==> config.mk <==
export PLATFORM = sky130hd
export DESIGN_NAME = px_top
export DESIGN_NICKNAME = d
export VERILOG_FILES = /design/src/hdl/px_pkg.sv /design/src/hdl/px_top.sv /design/src/hdl/px_bus_ctl.sv /design/src/hdl/px_strobe_gen.sv /design/src/hdl/px_int_seq.sv /design/src/hdl/px_state_reg.sv
export SDC_FILE = /design/constraint.sdc
export NUM_CORES = 1
export LEC_CHECK = 0
export ABC_AREA = 1
export BUFFER_PORTS_ARGS = -buffer_cell sky130_fd_sc_hd__buf_2
export CAP_MARGIN = 0
export CORE_ASPECT_RATIO = 1.25
export CORE_MARGIN = 8
export CORE_UTILIZATION = 35
export CTS_CLUSTER_SIZE = 24
export DETAILED_ROUTE_END_ITERATION = 8
export GPL_TIMING_DRIVEN = 0
export HOLD_SLACK_MARGIN = 0.1
export PLACE_DENSITY = 0.62
export SLEW_MARGIN = 20
export SYNTH_ARGS = -nofsm -noshare
export SYNTH_HDL_FRONTEND = slang
export SYNTH_SLANG_ARGS = --single-unit
==> constraint.sdc <==
create_clock -name got -period 1.5 [get_ports got]
set_input_delay 0.225 -clock got [delete_from_list [all_inputs] [get_ports got]]
set_output_delay 0.225 -clock got [all_outputs]
set_load 0.02 [all_outputs]
==> src/hdl/px_pkg.sv <==
/*
	P-X state control shared definitions
	One-hot state encoding, decoder and bus structs, state class masks
*/
package px_pkg;

	// One-hot bit positions of the processor state
	localparam int unsigned PX_K1 = 0;	// Instruction fetch, bus read
	localparam int unsigned PX_K2 = 1;	// Argument fetch, bus read
	localparam int unsigned PX_P1 = 2;	// Execute, no bus
	localparam int unsigned PX_WZ = 3;	// Result store, bus write
	localparam int unsigned PX_I1 = 4;	// Interrupt entry, no bus
	localparam int unsigned PX_I2 = 5;	// Save IC, bus write
	localparam int unsigned PX_I3 = 6;	// Save SR, bus write
	localparam int unsigned PX_I4 = 7;	// Vector read, bus read
	localparam int unsigned PX_I5 = 8;	// Interrupt end, no bus
	localparam int unsigned PX_NSTATES = 9;

	typedef logic [PX_NSTATES-1:0] px_state_t;	// Exactly one bit set

	// Single-state codes
	localparam px_state_t PX_ST_K1 = px_state_t'(1 << PX_K1);
	localparam px_state_t PX_ST_K2 = px_state_t'(1 << PX_K2);
	localparam px_state_t PX_ST_P1 = px_state_t'(1 << PX_P1);
	localparam px_state_t PX_ST_WZ = px_state_t'(1 << PX_WZ);
	localparam px_state_t PX_ST_I1 = px_state_t'(1 << PX_I1);
	localparam px_state_t PX_ST_I2 = px_state_t'(1 << PX_I2);
	localparam px_state_t PX_ST_I3 = px_state_t'(1 << PX_I3);
	localparam px_state_t PX_ST_I4 = px_state_t'(1 << PX_I4);
	localparam px_state_t PX_ST_I5 = px_state_t'(1 << PX_I5);

	// Instruction class from the decoder
	typedef struct packed {
		logic has_arg;	// Needs an argument word
		logic stores;	// Writes a result
	} px_instr_t;

	// System bus outputs
	typedef struct packed {
		logic req;	// ZG, bus request
		logic write;	// 1 write, 0 read
		logic [1:0] space;	// Address space
	} px_bus_t;

	localparam logic [1:0] PX_SPACE_CODE = 2'd0;
	localparam logic [1:0] PX_SPACE_DATA = 2'd1;
	localparam logic [1:0] PX_SPACE_INT = 2'd2;

	// State classes
	localparam px_state_t PX_BUS_READ_MASK = PX_ST_K1 | PX_ST_K2 | PX_ST_I4;
	localparam px_state_t PX_BUS_WRITE_MASK = PX_ST_WZ | PX_ST_I2 | PX_ST_I3;
	localparam px_state_t PX_INT_MASK = PX_ST_I1 | PX_ST_I2 | PX_ST_I3 | PX_ST_I4 | PX_ST_I5;

	// Internal operations get the long strobe 1
	localparam px_state_t px_state_is_long = PX_ST_P1 | PX_ST_I1 | PX_ST_I5;

endpackage
==> src/hdl/px_top.sv <==
/*
	P-X state control unit top level
	State register, interrupt sequencer, strobe generator, bus controller
*/
`timescale 1ns/1ps

module px_top #(
	parameter int STROB1_SHORT = 2,	// Strobe 1 ticks, ordinary states
	parameter int STROB1_LONG = 4,	// Strobe 1 ticks, P1, I1, I5
	parameter int STROB2_TICKS = 2,	// Strobe 2 ticks
	parameter int ALARM_TICKS = 16	// Bus no-answer timeout
) (
	input logic got,	// Clock
	input logic clo_,	// General clear
	input px_pkg::px_instr_t instr,	// From the decoder
	input logic irq,	// Interrupt request
	input logic bus_ok,	// OK from memory
	input logic stop_,	// Failure flag clear
	output px_pkg::px_state_t state,	// Processor state
	output logic strob1,
	output logic strob2,
	output logic cyc_end,	// Machine cycle end
	output px_pkg::px_bus_t bus,	// System bus request
	output logic irq_ack,	// Interrupt accepted
	output logic awaria	// Bus failure
);

	logic bus_wait;	// Strobe gen waits for the bus
	logic bus_done;	// Bus transfer over
	logic int_take;	// Interrupt entry wanted
	px_pkg::px_state_t int_next;	// I phase successor

	px_state_reg u_state_reg (
		.got(got), .clo_(clo_), .cyc_end(cyc_end), .instr(instr),
		.int_take(int_take), .int_next(int_next), .state(state)
	);

	px_int_seq u_int_seq (
		.got(got), .clo_(clo_), .cyc_end(cyc_end), .irq(irq), .state(state),
		.int_take(int_take), .int_next(int_next), .irq_ack(irq_ack)
	);

	px_strobe_gen #(
		.STROB1_SHORT(STROB1_SHORT),
		.STROB1_LONG(STROB1_LONG),
		.STROB2_TICKS(STROB2_TICKS)
	) u_strobe_gen (
		.got(got), .clo_(clo_), .state(state), .bus_done(bus_done),
		.strob1(strob1), .strob2(strob2), .bus_wait(bus_wait), .cyc_end(cyc_end)
	);

	px_bus_ctl #(
		.ALARM_TICKS(ALARM_TICKS)
	) u_bus_ctl (
		.got(got), .clo_(clo_), .state(state), .bus_wait(bus_wait),
		.bus_ok(bus_ok), .stop_(stop_), .bus(bus), .bus_done(bus_done),
		.awaria(awaria)
	);

endmodule

==> src/hdl/px_bus_ctl.sv <==
/*
	System bus request controller
	Holds ZG until OK or the no-answer timeout, keeps the failure flag
*/
`timescale 1ns/1ps

module px_bus_ctl #(
	parameter int ALARM_TICKS = 16	// Request cycles before giving up
) (
	input logic got,	// Clock
	input logic clo_,	// General clear
	input px_pkg::px_state_t state,	// Current processor state
	input logic bus_wait,	// Cycle waits for the bus
	input logic bus_ok,	// OK from memory
	input logic stop_,	// Clears the failure flag
	output px_pkg::px_bus_t bus,	// Request, direction, space
	output logic bus_done,	// One pulse per transfer
	output logic awaria	// Bus failure
);

	localparam int AW = $clog2(ALARM_TICKS) + 1;

	logic req;	// ZG flip-flop
	logic [AW-1:0] tmo_cnt;	// Cycles without an answer
	logic ok_hit;	// Answer seen this cycle
	logic tmo_hit;	// Last allowed cycle passed unanswered

	assign ok_hit = req & bus_ok;
	assign tmo_hit = req & ~bus_ok & (tmo_cnt == AW'(ALARM_TICKS - 1));

	// Request and completion pulse
	always_ff @(posedge got or negedge clo_) begin
		if (!clo_) begin
			req <= 1'b0;
			bus_done <= 1'b0;
			tmo_cnt <= '0;
		end else begin
			bus_done <= ok_hit | tmo_hit;	// Drops with req
			if (ok_hit || tmo_hit) begin
				req <= 1'b0;
				tmo_cnt <= '0;
			end else if (req) begin
				tmo_cnt <= tmo_cnt + 1'b1;	// Still waiting
			end else if (bus_wait && !bus_done) begin
				req <= 1'b1;	// Cycle after bus_wait rises
				tmo_cnt <= '0;
			end
		end
	end

	// Failure latch, cleared by STOP
	always_ff @(posedge got or negedge clo_) begin
		if (!clo_) begin
			awaria <= 1'b0;
		end else if (!stop_) begin
			awaria <= 1'b0;
		end else if (tmo_hit) begin
			awaria <= 1'b1;	// No answer from memory
		end
	end

	// Direction and address space from the state
	always_comb begin
		bus.req = req;
		bus.write = |(state & px_pkg::PX_BUS_WRITE_MASK);
		bus.space = px_pkg::PX_SPACE_CODE;	// K1, K2
		if (state[px_pkg::PX_WZ]) begin
			bus.space = px_pkg::PX_SPACE_DATA;	// Result store
		end else if (state[px_pkg::PX_I2] || state[px_pkg::PX_I3] || state[px_pkg::PX_I4]) begin
			bus.space = px_pkg::PX_SPACE_INT;	// Interrupt save and vector
		end
	end

endmodule

==> src/hdl/px_strobe_gen.sv <==
/*
	Machine cycle strobe generator
	Strobe 1, bus wait, strobe 2 and the cycle end pulse, counted in got
*/
`timescale 1ns/1ps

module px_strobe_gen #(
	parameter int STROB1_SHORT = 2,	// Strobe 1 in ordinary states
	parameter int STROB1_LONG = 4,	// Strobe 1 in internal operations
	parameter int STROB2_TICKS = 2	// Strobe 2 after the bus answer
) (
	input logic got,	// Clock
	input logic clo_,	// General clear
	input px_pkg::px_state_t state,	// Current processor state
	input logic bus_done,	// Bus transfer over
	output logic strob1,	// Strobe 1
	output logic strob2,	// Strobe 2
	output logic bus_wait,	// Cycle held for the bus
	output logic cyc_end	// One-cycle end of machine cycle
);

	// Longest phase sets the counter width
	localparam int MAXT_A = (STROB1_SHORT > STROB1_LONG) ? STROB1_SHORT : STROB1_LONG;
	localparam int MAXT = (MAXT_A > STROB2_TICKS) ? MAXT_A : STROB2_TICKS;
	localparam int CW = $clog2(MAXT) + 1;

	typedef enum logic [2:0] {
		PH_IDLE,	// Only right after clear
		PH_S1,	// Strobe 1
		PH_WAIT,	// Waiting for bus_done
		PH_S2,	// Strobe 2
		PH_END	// Cycle end
	} phase_t;

	phase_t phase;
	logic [CW-1:0] cnt;	// Ticks spent in S1 or S2
	logic [CW-1:0] s1_last;	// Last S1 tick for this state
	logic need_bus;	// State uses the bus
	logic is_long;	// State is an internal operation

	assign need_bus = |(state & (px_pkg::PX_BUS_READ_MASK | px_pkg::PX_BUS_WRITE_MASK));
	assign is_long = |(state & px_pkg::px_state_is_long);
	assign s1_last = is_long ? CW'(STROB1_LONG - 1) : CW'(STROB1_SHORT - 1);

	// Phase sequencing, state is already the new one in S1
	always_ff @(posedge got or negedge clo_) begin
		if (!clo_) begin
			phase <= PH_IDLE;
			cnt <= '0;
		end else begin
			case (phase)
				PH_IDLE: begin
					phase <= PH_S1;	// First cycle after clear
					cnt <= '0;
				end
				PH_S1: begin
					if (cnt == s1_last) begin
						phase <= need_bus ? PH_WAIT : PH_END;	// Internal cycles skip the bus
						cnt <= '0;
					end else begin
						cnt <= cnt + 1'b1;
					end
				end
				PH_WAIT: begin
					if (bus_done) begin
						phase <= PH_S2;	// OK or timeout
					end
				end
				PH_S2: begin
					if (cnt == CW'(STROB2_TICKS - 1)) begin
						phase <= PH_END;
						cnt <= '0;
					end else begin
						cnt <= cnt + 1'b1;
					end
				end
				PH_END: begin
					phase <= PH_S1;	// State changes on this edge
					cnt <= '0;
				end
				default: begin
					phase <= PH_IDLE;
					cnt <= '0;
				end
			endcase
		end
	end

	// Outputs decoded from the phase
	assign strob1 = (phase == PH_S1);
	assign bus_wait = (phase == PH_WAIT);
	assign strob2 = (phase == PH_S2);
	assign cyc_end = (phase == PH_END);

endmodule

==> src/hdl/px_int_seq.sv <==
/*
	Interrupt phase sequencer
	Latches the request, decides on entry and steps I1..I5
*/
`timescale 1ns/1ps

module px_int_seq (
	input logic got,	// Clock
	input logic clo_,	// General clear
	input logic cyc_end,	// Machine cycle end pulse
	input logic irq,	// Level interrupt request
	input px_pkg::px_state_t state,	// Current processor state
	output logic int_take,	// Enter I1 at the next boundary
	output px_pkg::px_state_t int_next,	// Phase successor
	output logic irq_ack	// Request accepted
);

	logic pending;	// Request seen and not yet served
	logic in_int;	// Some I phase active
	logic i1_end;	// Last cycle of I1

	assign in_int = |(state & px_pkg::PX_INT_MASK);
	assign i1_end = cyc_end & state[px_pkg::PX_I1];

	// Pending latch, served at the end of I1
	always_ff @(posedge got or negedge clo_) begin
		if (!clo_) begin
			pending <= 1'b0;
		end else if (i1_end) begin
			pending <= 1'b0;	// Entry done
		end else if (irq) begin
			pending <= 1'b1;
		end
	end

	assign int_take = pending & ~in_int;	// No nesting
	assign irq_ack = i1_end;	// One pulse per I1

	// I1 -> I2 -> I3 -> I4 -> I5 -> K1
	always_comb begin
		int_next = px_pkg::PX_ST_K1;	// Also after I5
		if (state[px_pkg::PX_I1]) begin
			int_next = px_pkg::PX_ST_I2;	// Save IC next
		end else if (state[px_pkg::PX_I2]) begin
			int_next = px_pkg::PX_ST_I3;	// Save SR next
		end else if (state[px_pkg::PX_I3]) begin
			int_next = px_pkg::PX_ST_I4;	// Vector read next
		end else if (state[px_pkg::PX_I4]) begin
			int_next = px_pkg::PX_ST_I5;
		end
	end

endmodule

==> src/hdl/px_state_reg.sv <==
/*
	Processor state register
	Holds the one-hot state and picks the successor at each cycle end
*/
`timescale 1ns/1ps

module px_state_reg (
	input logic got,	// Clock
	input logic clo_,	// General clear
	input logic cyc_end,	// Machine cycle end pulse
	input px_pkg::px_instr_t instr,	// Instruction class, valid in K1
	input logic int_take,	// Interrupt wins after P1/WZ
	input px_pkg::px_state_t int_next,	// Successor in the I phases
	output px_pkg::px_state_t state	// Current processor state
);

	px_pkg::px_state_t nxt;	// Successor of the current state
	logic stores_q;	// Store flag kept from K1 until P1 ends

	// Successor choice, bad codes fall back to K1
	always_comb begin
		nxt = px_pkg::PX_ST_K1;
		if (state[px_pkg::PX_K1]) begin
			nxt = instr.has_arg ? px_pkg::PX_ST_K2 : px_pkg::PX_ST_P1;	// Argument or execute
		end else if (state[px_pkg::PX_K2]) begin
			nxt = px_pkg::PX_ST_P1;	// Argument in hand
		end else if (state[px_pkg::PX_P1] && stores_q) begin
			nxt = px_pkg::PX_ST_WZ;	// Result goes to memory
		end else if (state[px_pkg::PX_P1] || state[px_pkg::PX_WZ]) begin
			nxt = int_take ? px_pkg::PX_ST_I1 : px_pkg::PX_ST_K1;	// Instruction boundary
		end else if (|(state & px_pkg::PX_INT_MASK)) begin
			nxt = int_next;	// Interrupt phase chain
		end
	end

	// State flip-flops
	always_ff @(posedge got or negedge clo_) begin
		if (!clo_) begin
			state <= px_pkg::PX_ST_K1;	// Start with a fetch
		end else if (cyc_end) begin
			state <= nxt;
		end
	end

	// Store flag sampled with the instruction at the end of K1
	always_ff @(posedge got or negedge clo_) begin
		if (!clo_) begin
			stores_q <= 1'b0;
		end else if (cyc_end && state[px_pkg::PX_K1]) begin
			stores_q <= instr.stores;
		end
	end

endmodule

== After elaboration in Yosys (flattened, before gate mapping) ==
Cells that the tools add are included.
Storage, ports and cells
  memories: 0
  bits in registers: 25
  input port bits: 7
  word-level logic and storage cells: 79
  latch bits: 0
  bits in read-only memories: 0
  memory bits (writable): 0
  output and inout port bits: 18
Operators by class
  order comparisons: 0
  reductions and logical operators: 17
  div/mod/pow operators: 0
  add/sub/neg operators: 2
  bitwise logic cells: 8
  mux-type cells: 32
  $mul: 0
  equal/unequal tests: 11
  shift operators: 0
Operators by type and width (number)
  2-to-1 mux 9 bit: 9
  2-to-1 mux 3 bit: 7
  2-to-1 mux 5 bit: 4
  case mux 3 bit (4 select lines): 1
  case mux 3 bit (3 select lines): 1
  2-to-1 mux 1 bit: 7
  equality test 3 x 1 -> 1 bit (second input constant): 2
  equality test 3 x 2 -> 1 bit (second input constant): 2
  2-to-1 mux 2 bit: 3
  != test 2 x 1 -> 1 bit (second input constant): 3
  OR reduction 3 bit: 2
  OR reduction 6 bit: 1
  adder 5 x 1 -> 5 bit (second input constant): 1
  bitwise AND 1 bit: 5
  equality test 5 x 4 -> 1 bit (second input constant): 1
  OR reduction 5 bit: 1
  logical OR 1 bit: 4
  adder 3 x 1 -> 3 bit (second input constant): 1
  equality test 3 bit: 1
  equality test 3 bit (second input constant): 1
  logical AND 1 bit: 3
  logical NOT 3 bit: 1
  AND reduction 3 bit: 1
  nonzero test 3 bit: 1
  6 further kinds: 7

== Longest topological paths before layout ==
Gate-level depths: netlist (run 1).
  depth in word-level cells: 9
  gate-level depth with buffers: 9
  depth with buffers taken out: 9

== Modules after synthesis ==
From an unflattened synthesis (run 1), not the netlist that was laid out.
Unflattened totals
  cell total of the unflattened synthesis: 213
  area, all modules: 1566.5 µm²
By module, submodules not included
  px_state_reg: area each 555.5 µm², times used 1, sequential area each 251.5 µm², cells an instance 77
  px_strobe_gen: area each 451.7 µm², times used 1, sequential area each 150.1 µm², cells an instance 61
  px_bus_ctl: area each 420.4 µm², times used 1, sequential area each 200.2 µm², cells an instance 50
  px_int_seq: area each 138.9 µm², times used 1, sequential area each 25.0 µm², cells an instance 25

== Worst setup path after synthesis (run 1) ==
OpenSTA, ideal clock, no wires.
  path kind: register to register
  start: reg u_bus_ctl.tmo_cnt[0]
  end: reg u_bus_ctl.tmo_cnt[3]
  path buffers: 0
  period minus slack after synthesis: 1.476 ns
  slack: 0.024 ns
  required time: 1.418 ns
  stages on the path, launching flop included: 8
  data arrival time: 1.394 ns
  library setup time: 0.082 ns
  cells stage by stage: dfrtp_1 > ha_1 > nand2_1 > nor2_1 > ha_1 > nor3_1 > inv_1 > o22ai_1
Between the ends
  word-level cells in the longest chain between the ends: 4
  elaborated cells on any way between the ends: 7
  classes of those cells: 1 x add/sub; 1 x eq/ne; 2 x mux; 1 x bitwise; 2 x reduce/logical
RTL lines
  start, declared: RTL line px_bus_ctl.sv:24  | logic [AW-1:0] tmo_cnt;
  start signal, assigned: RTL line px_bus_ctl.sv:43  | tmo_cnt <= tmo_cnt + 1'b1;
  branches (longest 4 deep; another with adder 5 x 1 -> 5 bit)
Several ways; the timed one is not identified.
A chain may end at the register's enable or synchronous reset.

== Worst setup path after layout (run 1) ==
  start: reg u_strobe_gen.phase[2]
  end: out strob1
Between the ends
  word-level cells in the longest chain between the ends: 1
RTL lines
  start, declared: RTL line px_strobe_gen.sv:35  | phase_t phase;
  start signal, assigned: RTL line px_strobe_gen.sv:58  | phase <= need_bus ? PH_WAIT : PH_END;
  equality test 3 x 1 -> 1 bit: RTL line px_strobe_gen.sv:90  | assign strob1 = (phase == PH_S1);
  end, declared: RTL line px_top.sv:20  | output logic strob1,
Every way passes these cells.

==> results of run 1 <==
[worst reg2reg max path: stages, from the launching register on]
cell and delay (ns):
dfrtp_1 0.39, ha_2 0.20, nand2_1 0.07, nor2_1 0.04, ha_2 0.18, nor3_2 0.18, inv_1 0.11, o22ai_2 0.17
[registers in the layout (all words and copies together) (netlist names)]
| name | count |
|---|---|
| u_strobe_gen.phase | 3 |
| u_bus_ctl.req | 1 |
| u_bus_ctl.tmo_cnt | 5 |
| u_bus_ctl.awaria | 1 |
| u_int_seq.pending | 1 |
| u_bus_ctl.bus_done | 1 |
| u_state_reg.stores_q | 1 |
| u_state_reg.state | 9 |
| u_strobe_gen.cnt | 3 |
[cell families after synthesis]
logic type / count (synthesis) / share of synthesized area [%]
and+or+nand+nor: 61 / 22.5
AOI/OAI and AO/OA: 27 / 12.7
buffers and inverters: 27 / 8.56
adders and majority gates: 4 / 3.94
DFF: 25 / 49.3
xor gates and xnor gates: 3 / 2.07
muxes: 1 / 0.886
[final timing paths]
| kind | start | end | slack (ns) | cells after the start |
|---|---|---|---|---|
| worst max-delay path | u_strobe_gen.phase[2] | strob1 | 0.07 | 4 |
| worst min-delay path | stop_ | u_bus_ctl.awaria | 0.16 | 2 |
| worst max register to register | u_bus_ctl.tmo_cnt[0] | u_bus_ctl.tmo_cnt[3] | 0.08 | 7 |
| worst min register to register | u_bus_ctl.awaria | u_bus_ctl.awaria | 0.49 | 1 |
| max in group asynchronous | clo_ | u_strobe_gen.phase[1] | 0.63 | 2 |
| min in group asynchronous | clo_ | u_state_reg.state[3] | 0.47 | 2 |
[power by group through the flow]
| stage | combinational (µW) | sequential [µW] | clock, µW |
|---|---|---|---|
| 2_1_floorplan | 838 | 1070 | 0 |
| 3_3_place_gp | 1170 | 1030 | 0 |
| 3_5_place_dp | 1210 | 1040 | 0 |
| 4_1_cts | 1280 | 1030 | 409 |
| 5_1_grt | 1460 | 1070 | 430 |
| 6_report | 1300 | 1040 | 393 |
[metrics by stage]
step           power (µW)  utilization [%]  setup slack (ns)  hold slack [ns]  std cells
5_1_grt              2960             45.1           -0.0438            0.168        221
4_1_cts              2720             44.3           0.00149            0.156        221
2_1_floorplan        1910                -            0.0238          -0.0706        148
3_3_place_gp         2200             41.3            -0.115            0.254        211
3_5_place_dp         2250             41.3            -0.168            0.245        211
6_report             2730             45.1            0.0671            0.162        221
[synth_stat cells (2+ instances only)]
| cell type | number | share of area, % |
|---|---|---|
| nand2_1 | 26 | 7.7 |
| nand2_2 | 4 | 2.0 |
| o22ai_1 | 10 | 4.9 |
| nand3_1 | 10 | 3.9 |
| nor3_1 | 2 | 0.79 |
| inv_1 | 24 | 7.1 |
| o21ai_0 | 7 | 2.8 |
| ha_1 | 4 | 3.9 |
| dfrtp_1 | 24 | 47 |
| xnor2_1 | 2 | 1.4 |
| a21oi_1 | 5 | 2.0 |
| buf_4 | 2 | 1.2 |
| nor2_1 | 14 | 4.1 |
[final cells by class]
| class | count | area, µm² |
|---|---|---|
| fillers | 367 | 1910 |
| flip-flops and latches | 25 | 629 |
| multi-input cells | 96 | 563 |
| repair buffers | 30 | 173 |
| inverters | 25 | 96.3 |
| well taps | 39 | 48.8 |
| clock buffers | 3 | 41.3 |
| plain buffers | 2 | 15.0 |
| clock inverters | 1 | 5.00 |
[what timing repair did]
| action | CTS | global route |
|---|---|---|
| gates resized for setup | 4 | 11 |
| hold endpoints to repair | 24 | 0 |
| hold buffers | 1 | 0 |
| gates cloned | 0 | 0 |
| setup endpoints to repair | 8 | 9 |
| pin swaps | 2 | 1 |
| buffers inserted | 5 | 0 |
[layer usage]
layer / vias to the layer above / track usage, % / part of all wire [%]
li1: 545 / - / -
met1: 547 / 10.6 / 39
met2: 26 / 17.7 / 53
met3: 9 / 3.57 / 5.9
met4: 0 / 5.13 / 2.3
met5: - / 0 / 0
==> impl_metrics.env, run 1 <==
export IMPL_status="finished, final reports clean"
export IMPL_intPower_uw=1550
export IMPL_setup_viol=0
export IMPL_finalHoldViolations=0
export IMPL_cts_made_buffers=3
export IMPL_ir_drop_mv=0.847
export IMPL_hp_class="in -> reg"
export IMPL_yosysWarnings=0
export IMPL_crit_type="reg -> out"
export IMPL_wl_per_cell_um=13.0
export IMPL_finalWirelength_mm=2.88
export IMPL_htreeDepth=1
export IMPL_swShare_pct=43.1
export IMPL_clk_latency_ns=0.27
export IMPL_worst_pin_slew_ns=0.550
export IMPL_synthCells=148
export IMPL_grt_max_degree=26
export IMPL_setup_tns_ns=0
export IMPL_synth_edff_count=0
export IMPL_cts_sinks=25
export IMPL_crit_chain="inv_1, nand2_1, nor2_2, buf_4"
export IMPL_synth_seq_cells=25
export IMPL_critPathSlowestCell="dfrtp_2"
export IMPL_final_antenna_net_count=0
export IMPL_cp_arrival_ns=1.21
export IMPL_antennaDiodeCount=0
export IMPL_grt_pass1_vias=1191
export IMPL_drive_above_1_share_pct=33.5
export IMPL_ys_flop_type="dfrtp_1"
export IMPL_dieArea_um2=5830
export IMPL_post_dp_cell_area_um2=1440
export IMPL_gp_congestion=0.846
export IMPL_core_um2=3480
export IMPL_period_needed_ns=1.43
export IMPL_cp_num_buf_inv=2
export IMPL_cts_tree="yes"
export IMPL_avgSynthCellArea_um2=8.59
export IMPL_netlist_area_um2=1270
export IMPL_drc_errors=0
export IMPL_critPathRequiredTime_ns=1.27
export IMPL_syn_nets=159
export IMPL_endpoint_kind="output port"
export IMPL_ys_types=27
export IMPL_cp_top_family="flip-flops"
export IMPL_maxSlewHeadroom_pct=63.3
export IMPL_final_cell_mix="nand2_1, buf_2, dfrtp_1"
export IMPL_final_common_cell="nand2_1"
export IMPL_slew_viol_final=0
export IMPL_nNetsFinal=194
export IMPL_hpwl_mm=2.27
export IMPL_grt_usage_pct=10.2
export IMPL_grt_antenna_before_repair=0
export IMPL_power_density_nw_per_um2=1740
export IMPL_drt_first_iter_violations=44
export IMPL_fp_row_count=24
export IMPL_finish_instance_area_um2=1570
export IMPL_pwr_share_comb_pct=47.7
export IMPL_root_buffer="clkbuf_8"
export IMPL_cp_start_kind="flip-flop"
export IMPL_rsz0062_at_grt="yes"
export IMPL_dr_total_vias=1127
export IMPL_p_leak_uw=0.000774
export IMPL_synthArstFlopShare_pct=100
export IMPL_dr_pass1_iters=3
export IMPL_viasPerCell=5.10
export IMPL_dieWidth_um=69.9
export IMPL_port_buffers=24
export IMPL_start_util_pct=36.5
export IMPL_fin_skew_ns=0.00215
export IMPL_clock_power_share_pct=14.4
export IMPL_ios=25
export IMPL_clkTransAtPathRegs_ns=0.08
export IMPL_slowest_delay_ns=0.46
export IMPL_seqPwrFrac_pct=37.9
export IMPL_p_sw_uw=1180
export IMPL_path_max_fanout=4
export IMPL_cts_buffer_depth=2
export IMPL_cap_violations=0
export IMPL_synth_seq_area_share_pct=49.3
export IMPL_fp_dieH_um=83.4
export IMPL_timing_final_crit_share_pct=95.5
export IMPL_grt_pass1_wl_mm=5.05
export IMPL_overflow=0
export IMPL_layout_area_overhead_vs_synth_pct=23.6
export IMPL_max_freq_mhz=698
Power figures use the tool's default switching activity.
==> run 2: changes to the inputs <==
Settings changed: ABC_AREA 1 to not set.
==> impl_metrics.env, run 2 <==
export IMPL_netlist_area_leader_share_pct=45.1
export IMPL_yosys_top_cells_count="dfrtp_1, nand2_1, nor2_1"
export IMPL_wl_per_cell_um=15.6
export IMPL_port_buffers=24
export IMPL_root_buffer="clkbuf_8"
export IMPL_setup_viol=10
export IMPL_synthArstFlopShare_pct=100
export IMPL_ios=25
export IMPL_power_density_nw_per_um2=1660
export IMPL_finalHoldViolations=0
export IMPL_r2r_start="u_bus_ctl.tmo_cnt[1]"
export IMPL_grt_pass1_wl_mm=5.75
export IMPL_hold_end="u_int_seq.pending"
export IMPL_critPathRequiredTime_ns=1.27
export IMPL_cts_made_buffers=3
export IMPL_r2r_setup_slack_ns=-0.10
export IMPL_gp_congestion=0.822
export IMPL_dr_total_vias=1208
export IMPL_antennaDiodeCount=0
export IMPL_cts_tree="yes"
export IMPL_p_leak_uw=0.000878
export IMPL_status="finished with violations"
export IMPL_grt_antenna_before_repair=0
export IMPL_cts_sinks=25
export IMPL_holdPathStages=3
export IMPL_yosysWarnings=0
export IMPL_synth_seq_area_share_pct=47.0
export IMPL_setup_ws_ns=-0.176
export IMPL_ff2ff_path_depth=6
export IMPL_final_antenna_net_count=0
export IMPL_min_from="irq"
export IMPL_pre_cts_ws_ns=-0.177
export IMPL_endpoint_kind="output port"
export IMPL_reg_top3="u_state_reg.state: 9 flops, u_bus_ctl.tmo_cnt: 5 flops"
export IMPL_dr_pass1_iters=4
export IMPL_synth_top_cell_by_area="dfrtp_1"
export IMPL_path_max_fanout=3
export IMPL_layout_area_overhead_vs_synth_pct=40.8
export IMPL_timing_final_crit_share_pct=112
export IMPL_ys_flop_type="dfrtp_1"
export IMPL_viasPerCell=5.42
export IMPL_final_util_pct=50.4
export IMPL_yosysMostFrequentCell="dfrtp_1"
export IMPL_core_um2=3720
export IMPL_period_needed_ns=1.68
export IMPL_post_dp_cell_area_um2=1530
export IMPL_netlist_area_um2=1330
export IMPL_top_register="u_state_reg.state"
export IMPL_grt_usage_pct=11.7
export IMPL_dieArea_um2=6050
export IMPL_clkTransAtPathRegs_ns=0.10
export IMPL_synth_edff_count=0
export IMPL_ys_types=47
export IMPL_final_common_cell="buf_4"
export IMPL_cap_violations=0
export IMPL_worst_pin_slew_ns=0.575
export IMPL_crit_type="reg -> out"
export IMPL_ir_drop_mv=0.767
export IMPL_cp_arrival_ns=1.45
export IMPL_finish_instance_area_um2=1880
export IMPL_cts_buffer_depth=2
export IMPL_largest_reg_flops=9
export IMPL_rsz0062_at_grt="yes"
export IMPL_cp_start_kind="flip-flop"
export IMPL_clk_latency_ns=0.28
export IMPL_drt_first_iter_violations=69
export IMPL_drive_above_1_share_pct=45.4
export IMPL_hpwl_mm=2.25
export IMPL_final_cell_mix="buf_4, buf_2, dfrtp_1"
export IMPL_grt_pass1_vias=1200
export IMPL_grt_max_degree=26
export IMPL_htreeDepth=1
export IMPL_max_freq_mhz=597
export IMPL_hp_class="in -> reg"
export IMPL_syn_nets=147
export IMPL_dieWidth_um=71.2
export IMPL_overflow=0
export IMPL_fillers=341
export IMPL_fp_row_count=25
export IMPL_slew_viol_final=0
export IMPL_rr_endpoint="u_bus_ctl.tmo_cnt[3]"
export IMPL_failed_checks="negative setup slack"
export IMPL_nNetsFinal=195
export IMPL_synth_seq_cells=25
export IMPL_drc_errors=0
export IMPL_avgSynthCellArea_um2=9.80
export IMPL_synthCells=136
export IMPL_start_util_pct=35.8
export IMPL_finalWirelength_mm=3.49
export IMPL_fp_dieH_um=85.0
export IMPL_fin_skew_ns=0.0114
export IMPL_maxSlewHeadroom_pct=61.7
export IMPL_synth_top_cells_by_area="dfrtp_1, nand2_1, ha_1"
run 2: cell types whose count changed in the layout (fill, tap and decap cells not counted), sizes merged, moves of 3 or more:
cell,before,now
a21oi,6,3
and2,0,3
buf,31,49
inv,25,5
nand2,30,18
nand2b,0,6
nand3,11,5
nand3b,0,3
nor2,16,11
o22ai,10,1
o41ai,0,3
run 2: cells by family after synthesis:
| kind of cell | after synthesis | share of synthesized area [%] |
|---|---|---|
| AO/OA/AOI/OAI | 30 | 16.6 |
| adder cells (fa/ha/maj) | 4 | 3.76 |
| buffers and inverters | 13 | 5.45 |
| flip-flops | 25 | 47.0 |
| multiplexers | 2 | 1.97 |
| AND/OR/NAND/NOR | 62 | 25.2 |
run 2: cell type report:
class,instances,area (µm²),share of cell area [%]
Inverter,6,27.5,1.47
Clock inverter,1,7.51,0.400
Buffer,5,42.5,2.27
Clock buffer,3,41.3,2.20
Multi-Input combinational cell,98,747,39.8
Tap cell,40,50.0,2.67
Timing Repair Buffer,45,328,17.5
Sequential cell,25,633,33.7
run 2: layer usage:
layer | wire length, µm | GRT usage (%) | up-vias | part of all wire [%]
met3 | 93 | 2.00 | 5 | 2.7
met1 | 1550 | 13.9 | 596 | 45
met2 | 1780 | 19.6 | 24 | 51
met5 | 0 | 0 | - | 0
met4 | 63 | 5.50 | 0 | 1.8
li1 | - | - | 583 | -
run 2: how the worst max path moves through the flow:
stage	startpoint	endpoint	slack (ns)	cells after the start
finish	u_strobe_gen.phase[2]	irq_ack	-0.18	5
detailed placement	u_bus_ctl.tmo_cnt[0]	u_bus_ctl.tmo_cnt[3]	-0.18	6
global placement	u_bus_ctl.tmo_cnt[1]	u_bus_ctl.tmo_cnt[3]	-0.12	6
global route	u_strobe_gen.phase[2]	irq_ack	-0.22	5
floorplan	u_bus_ctl.tmo_cnt[1]	u_bus_ctl.tmo_cnt[3]	-0.01	6
CTS	u_strobe_gen.phase[0]	irq_ack	-0.26	5
run 2: power breakdown:
group,switching (µW),internal (µW),total [µW]
registers,222,863,1090
logic,813,790,1600
clock network,235,189,423
run 2: metrics by stage:
| stage | hold WS (ns) | power (µW) | setup TNS [ns] | std cells |
|---|---|---|---|---|
| after floorplan | -0.0706 | 1940 | -0.0121 | 136 |
| after global placement | 0.255 | 2230 | -0.305 | 200 |
| after CTS | 0.150 | 2900 | -0.978 | 216 |
| after global routing | 0.163 | 3320 | -1.48 | 223 |
| after detailed placement | 0.254 | 2280 | -0.551 | 200 |
| final | 0.152 | 3110 | -0.755 | 223 |
run 2: what timing repair did:
action | in CTS | in global routing
pin swaps | 8 | 12
resized for setup | 24 | 17
hold buffers | 1 | 0
endpoints found under the setup margin | 17 | 21
hold endpoints to repair | 24 | 0
setup buffers | 12 | 9
run 2: worst max-delay path, stage by stage, from the launching register on:
cell	delay, ns
dfrtp_1	0.35
buf_6	0.09
or3b_4	0.40
clkinv_4	0.08
and2_4	0.14
buf_6	0.11
==> run 3: changes to the inputs <==
Settings changed: PLACE_DENSITY 0.62 to 0.6, SLEW_MARGIN 20 to 25.
Clock period 1.5 ns to 1.65 ns, I/O delays scaled along.
==> impl_metrics.env, run 3 (synthesized netlist as in run 2, its figures left out) <==
export IMPL_cts_buffer_depth=2
export IMPL_layout_area_overhead_vs_synth_pct=27.9
export IMPL_core_um2=3720
export IMPL_dp_cells=200
export IMPL_endpoint_kind="output port"
export IMPL_dr_total_vias=1173
export IMPL_final_antenna_net_count=0
export IMPL_critPathRequiredTime_ns=1.40
export IMPL_fin_skew_ns=0.00228
export IMPL_setup_viol=2
export IMPL_min_from="stop_"
export IMPL_ir_drop_mv=0.601
export IMPL_multi_input_area_um2=683
export IMPL_hold_end="u_bus_ctl.awaria"
export IMPL_grt_usage_pct=11.1
export IMPL_finalWirelength_mm=3.27
export IMPL_dieWidth_um=71.2
export IMPL_fp_row_count=25
export IMPL_ios=25
export IMPL_maxSlewHeadroom_pct=62.2
export IMPL_grt_max_degree=26
export IMPL_htreeDepth=1
export IMPL_cts_tree="yes"
export IMPL_grt_pass1_wl_mm=5.49
export IMPL_holdPathStages=2
export IMPL_clkTransAtPathRegs_ns=0.09
export IMPL_cp_start_kind="flip-flop"
export IMPL_top_register="u_state_reg.state"
export IMPL_cap_violations=0
export IMPL_max_freq_mhz=599
export IMPL_grtUsageMet2_pct=19.4
export IMPL_grt_pass1_vias=1240
export IMPL_status="finished with violations"
export IMPL_rr_endpoint="u_bus_ctl.tmo_cnt[3]"
export IMPL_final_cell_mix="buf_2, dfrtp_1, nand2_1"
export IMPL_seqCellArea_um2=627
export IMPL_fillers=357
export IMPL_clk_latency_ns=0.27
export IMPL_ff2ff_path_depth=6
export IMPL_viasPerCell=5.43
export IMPL_wl_per_cell_um=15.1
export IMPL_antennaDiodeCount=0
export IMPL_grt_busiest_layer="met2"
export IMPL_p_leak_uw=0.000820
export IMPL_hp_class="in -> reg"
export IMPL_gr_usage_met3_pct=2.71
export IMPL_gp_congestion=0.761
export IMPL_cp_arrival_ns=1.42
export IMPL_drt_first_iter_violations=31
export IMPL_nNetsFinal=188
export IMPL_crit_type="reg -> out"
export IMPL_reg_top3="u_state_reg.state: 9 flops, u_bus_ctl.tmo_cnt: 5 flops"
export IMPL_power_density_nw_per_um2=1490
export IMPL_timing_final_crit_share_pct=101
export IMPL_finalNonFillerCells=216
export IMPL_root_buffer="clkbuf_8"
export IMPL_overflow=0
export IMPL_grt_antenna_before_repair=0
export IMPL_cts_made_buffers=3
export IMPL_met1_usage_pct=12.4
export IMPL_period_needed_ns=1.67
export IMPL_path_max_fanout=4
export IMPL_cts_sinks=25
export IMPL_fp_dieH_um=85.0
export IMPL_failed_checks="negative setup slack"
export IMPL_r2r_start="u_bus_ctl.tmo_cnt[1]"
export IMPL_r2r_setup_slack_ns=0
export IMPL_start_util_pct=35.8
export IMPL_rsz0062_at_grt="yes"
export IMPL_setup_tns_ns=-0.0223
export IMPL_hpwl_mm=2.18
export IMPL_pre_cts_ws_ns=-0.134
export IMPL_worst_pin_slew_ns=0.566
export IMPL_finalHoldViolations=0
export IMPL_setup_ws_ns=-0.0197
export IMPL_largest_reg_flops=9
export IMPL_slew_viol_final=0
export IMPL_dieArea_um2=6050
export IMPL_port_buffers=24
export IMPL_drive_above_1_share_pct=35.8
export IMPL_drc_errors=0
export IMPL_dr_pass1_iters=7
==> run 3: cell types whose count changed in the layout (fill, tap and decap cells not counted), moves of 2 or more <==
cell | previous run | this run
buf_2 | 20 | 24
dfrtp_2 | 5 | 0
o21ai_0 | 4 | 6
buf_6 | 6 | 2
o21ai_1 | 2 | 0
dfrtp_1 | 19 | 24
buf_4 | 21 | 15
==> run 3: routing by layer <==
layer / up-vias / wire length (µm)
met5: - / 0
met3: 2 / 121
met2: 26 / 1700
met1: 579 / 1420
met4: 0 / 21
li1: 566 / -
==> run 3: per-stage QoR <==
| stage | power (µW) | cell area (µm²) | utilization (%) | hold slack, ns |
|---|---|---|---|---|
| finish | 2540 | 1700 | 45.8 | 0.192 |
| global route | 2720 | 1700 | 45.8 | 0.192 |
| global placement | 2020 | 1510 | 40.5 | 0.277 |
| CTS | 2530 | 1670 | 44.9 | 0.175 |
| floorplan | 1760 | 1340 | - | -0.0481 |
| detailed placement | 2060 | 1510 | 40.5 | 0.276 |
==> run 3: worst max-delay path, stage by stage, from the launching register on <==
cell,delay [ns]
dfrtp_1,0.35
buf_6,0.10
or3b_4,0.40
clkinv_4,0.06
and2_4,0.14
buf_6,0.11
==> run 3: worst max-delay path by stage <==
stage	startpoint	to	depth (start not counted)
6_report	u_strobe_gen.phase[2]	irq_ack	5
5_1_grt	u_strobe_gen.phase[2]	irq_ack	5
4_1_cts	u_strobe_gen.phase[0]	irq_ack	5
3_5_place_dp	u_bus_ctl.tmo_cnt[0]	u_bus_ctl.tmo_cnt[3]	6
3_3_place_gp	u_bus_ctl.tmo_cnt[0]	u_bus_ctl.tmo_cnt[3]	6
2_1_floorplan	u_bus_ctl.tmo_cnt[0]	u_bus_ctl.tmo_cnt[3]	6
==> run 3: cell type report <==
class / instances / share of cell area, %
Clock inverter: 1 / 0.294
Clock buffer: 3 / 2.42
Buffer: 6 / 2.42
Tap cell: 40 / 2.94
Timing Repair Buffer: 37 / 13.4
Sequential cell: 25 / 36.8
Inverter: 6 / 1.62
Multi-Input combinational cell: 98 / 40.1
==> run 3: what timing repair did <==
| item | 4_1_cts | 5_1_grt |
|---|---|---|
| hold buffers | 1 | 0 |
| endpoints found under the hold margin | 24 | 0 |
| pin swaps | 4 | 4 |
| setup endpoints to repair | 7 | 7 |
| setup buffers | 8 | 4 |
| resized for setup | 10 | 5 |
==> run 3: power by group <==
group / leakage, µW / total, µW / internal (µW) / switching, µW
registers: 0.000319 / 989 / 778 / 211
clock network: 0.0000255 / 360 / 169 / 192
logic: 0.000475 / 1190 / 551 / 638
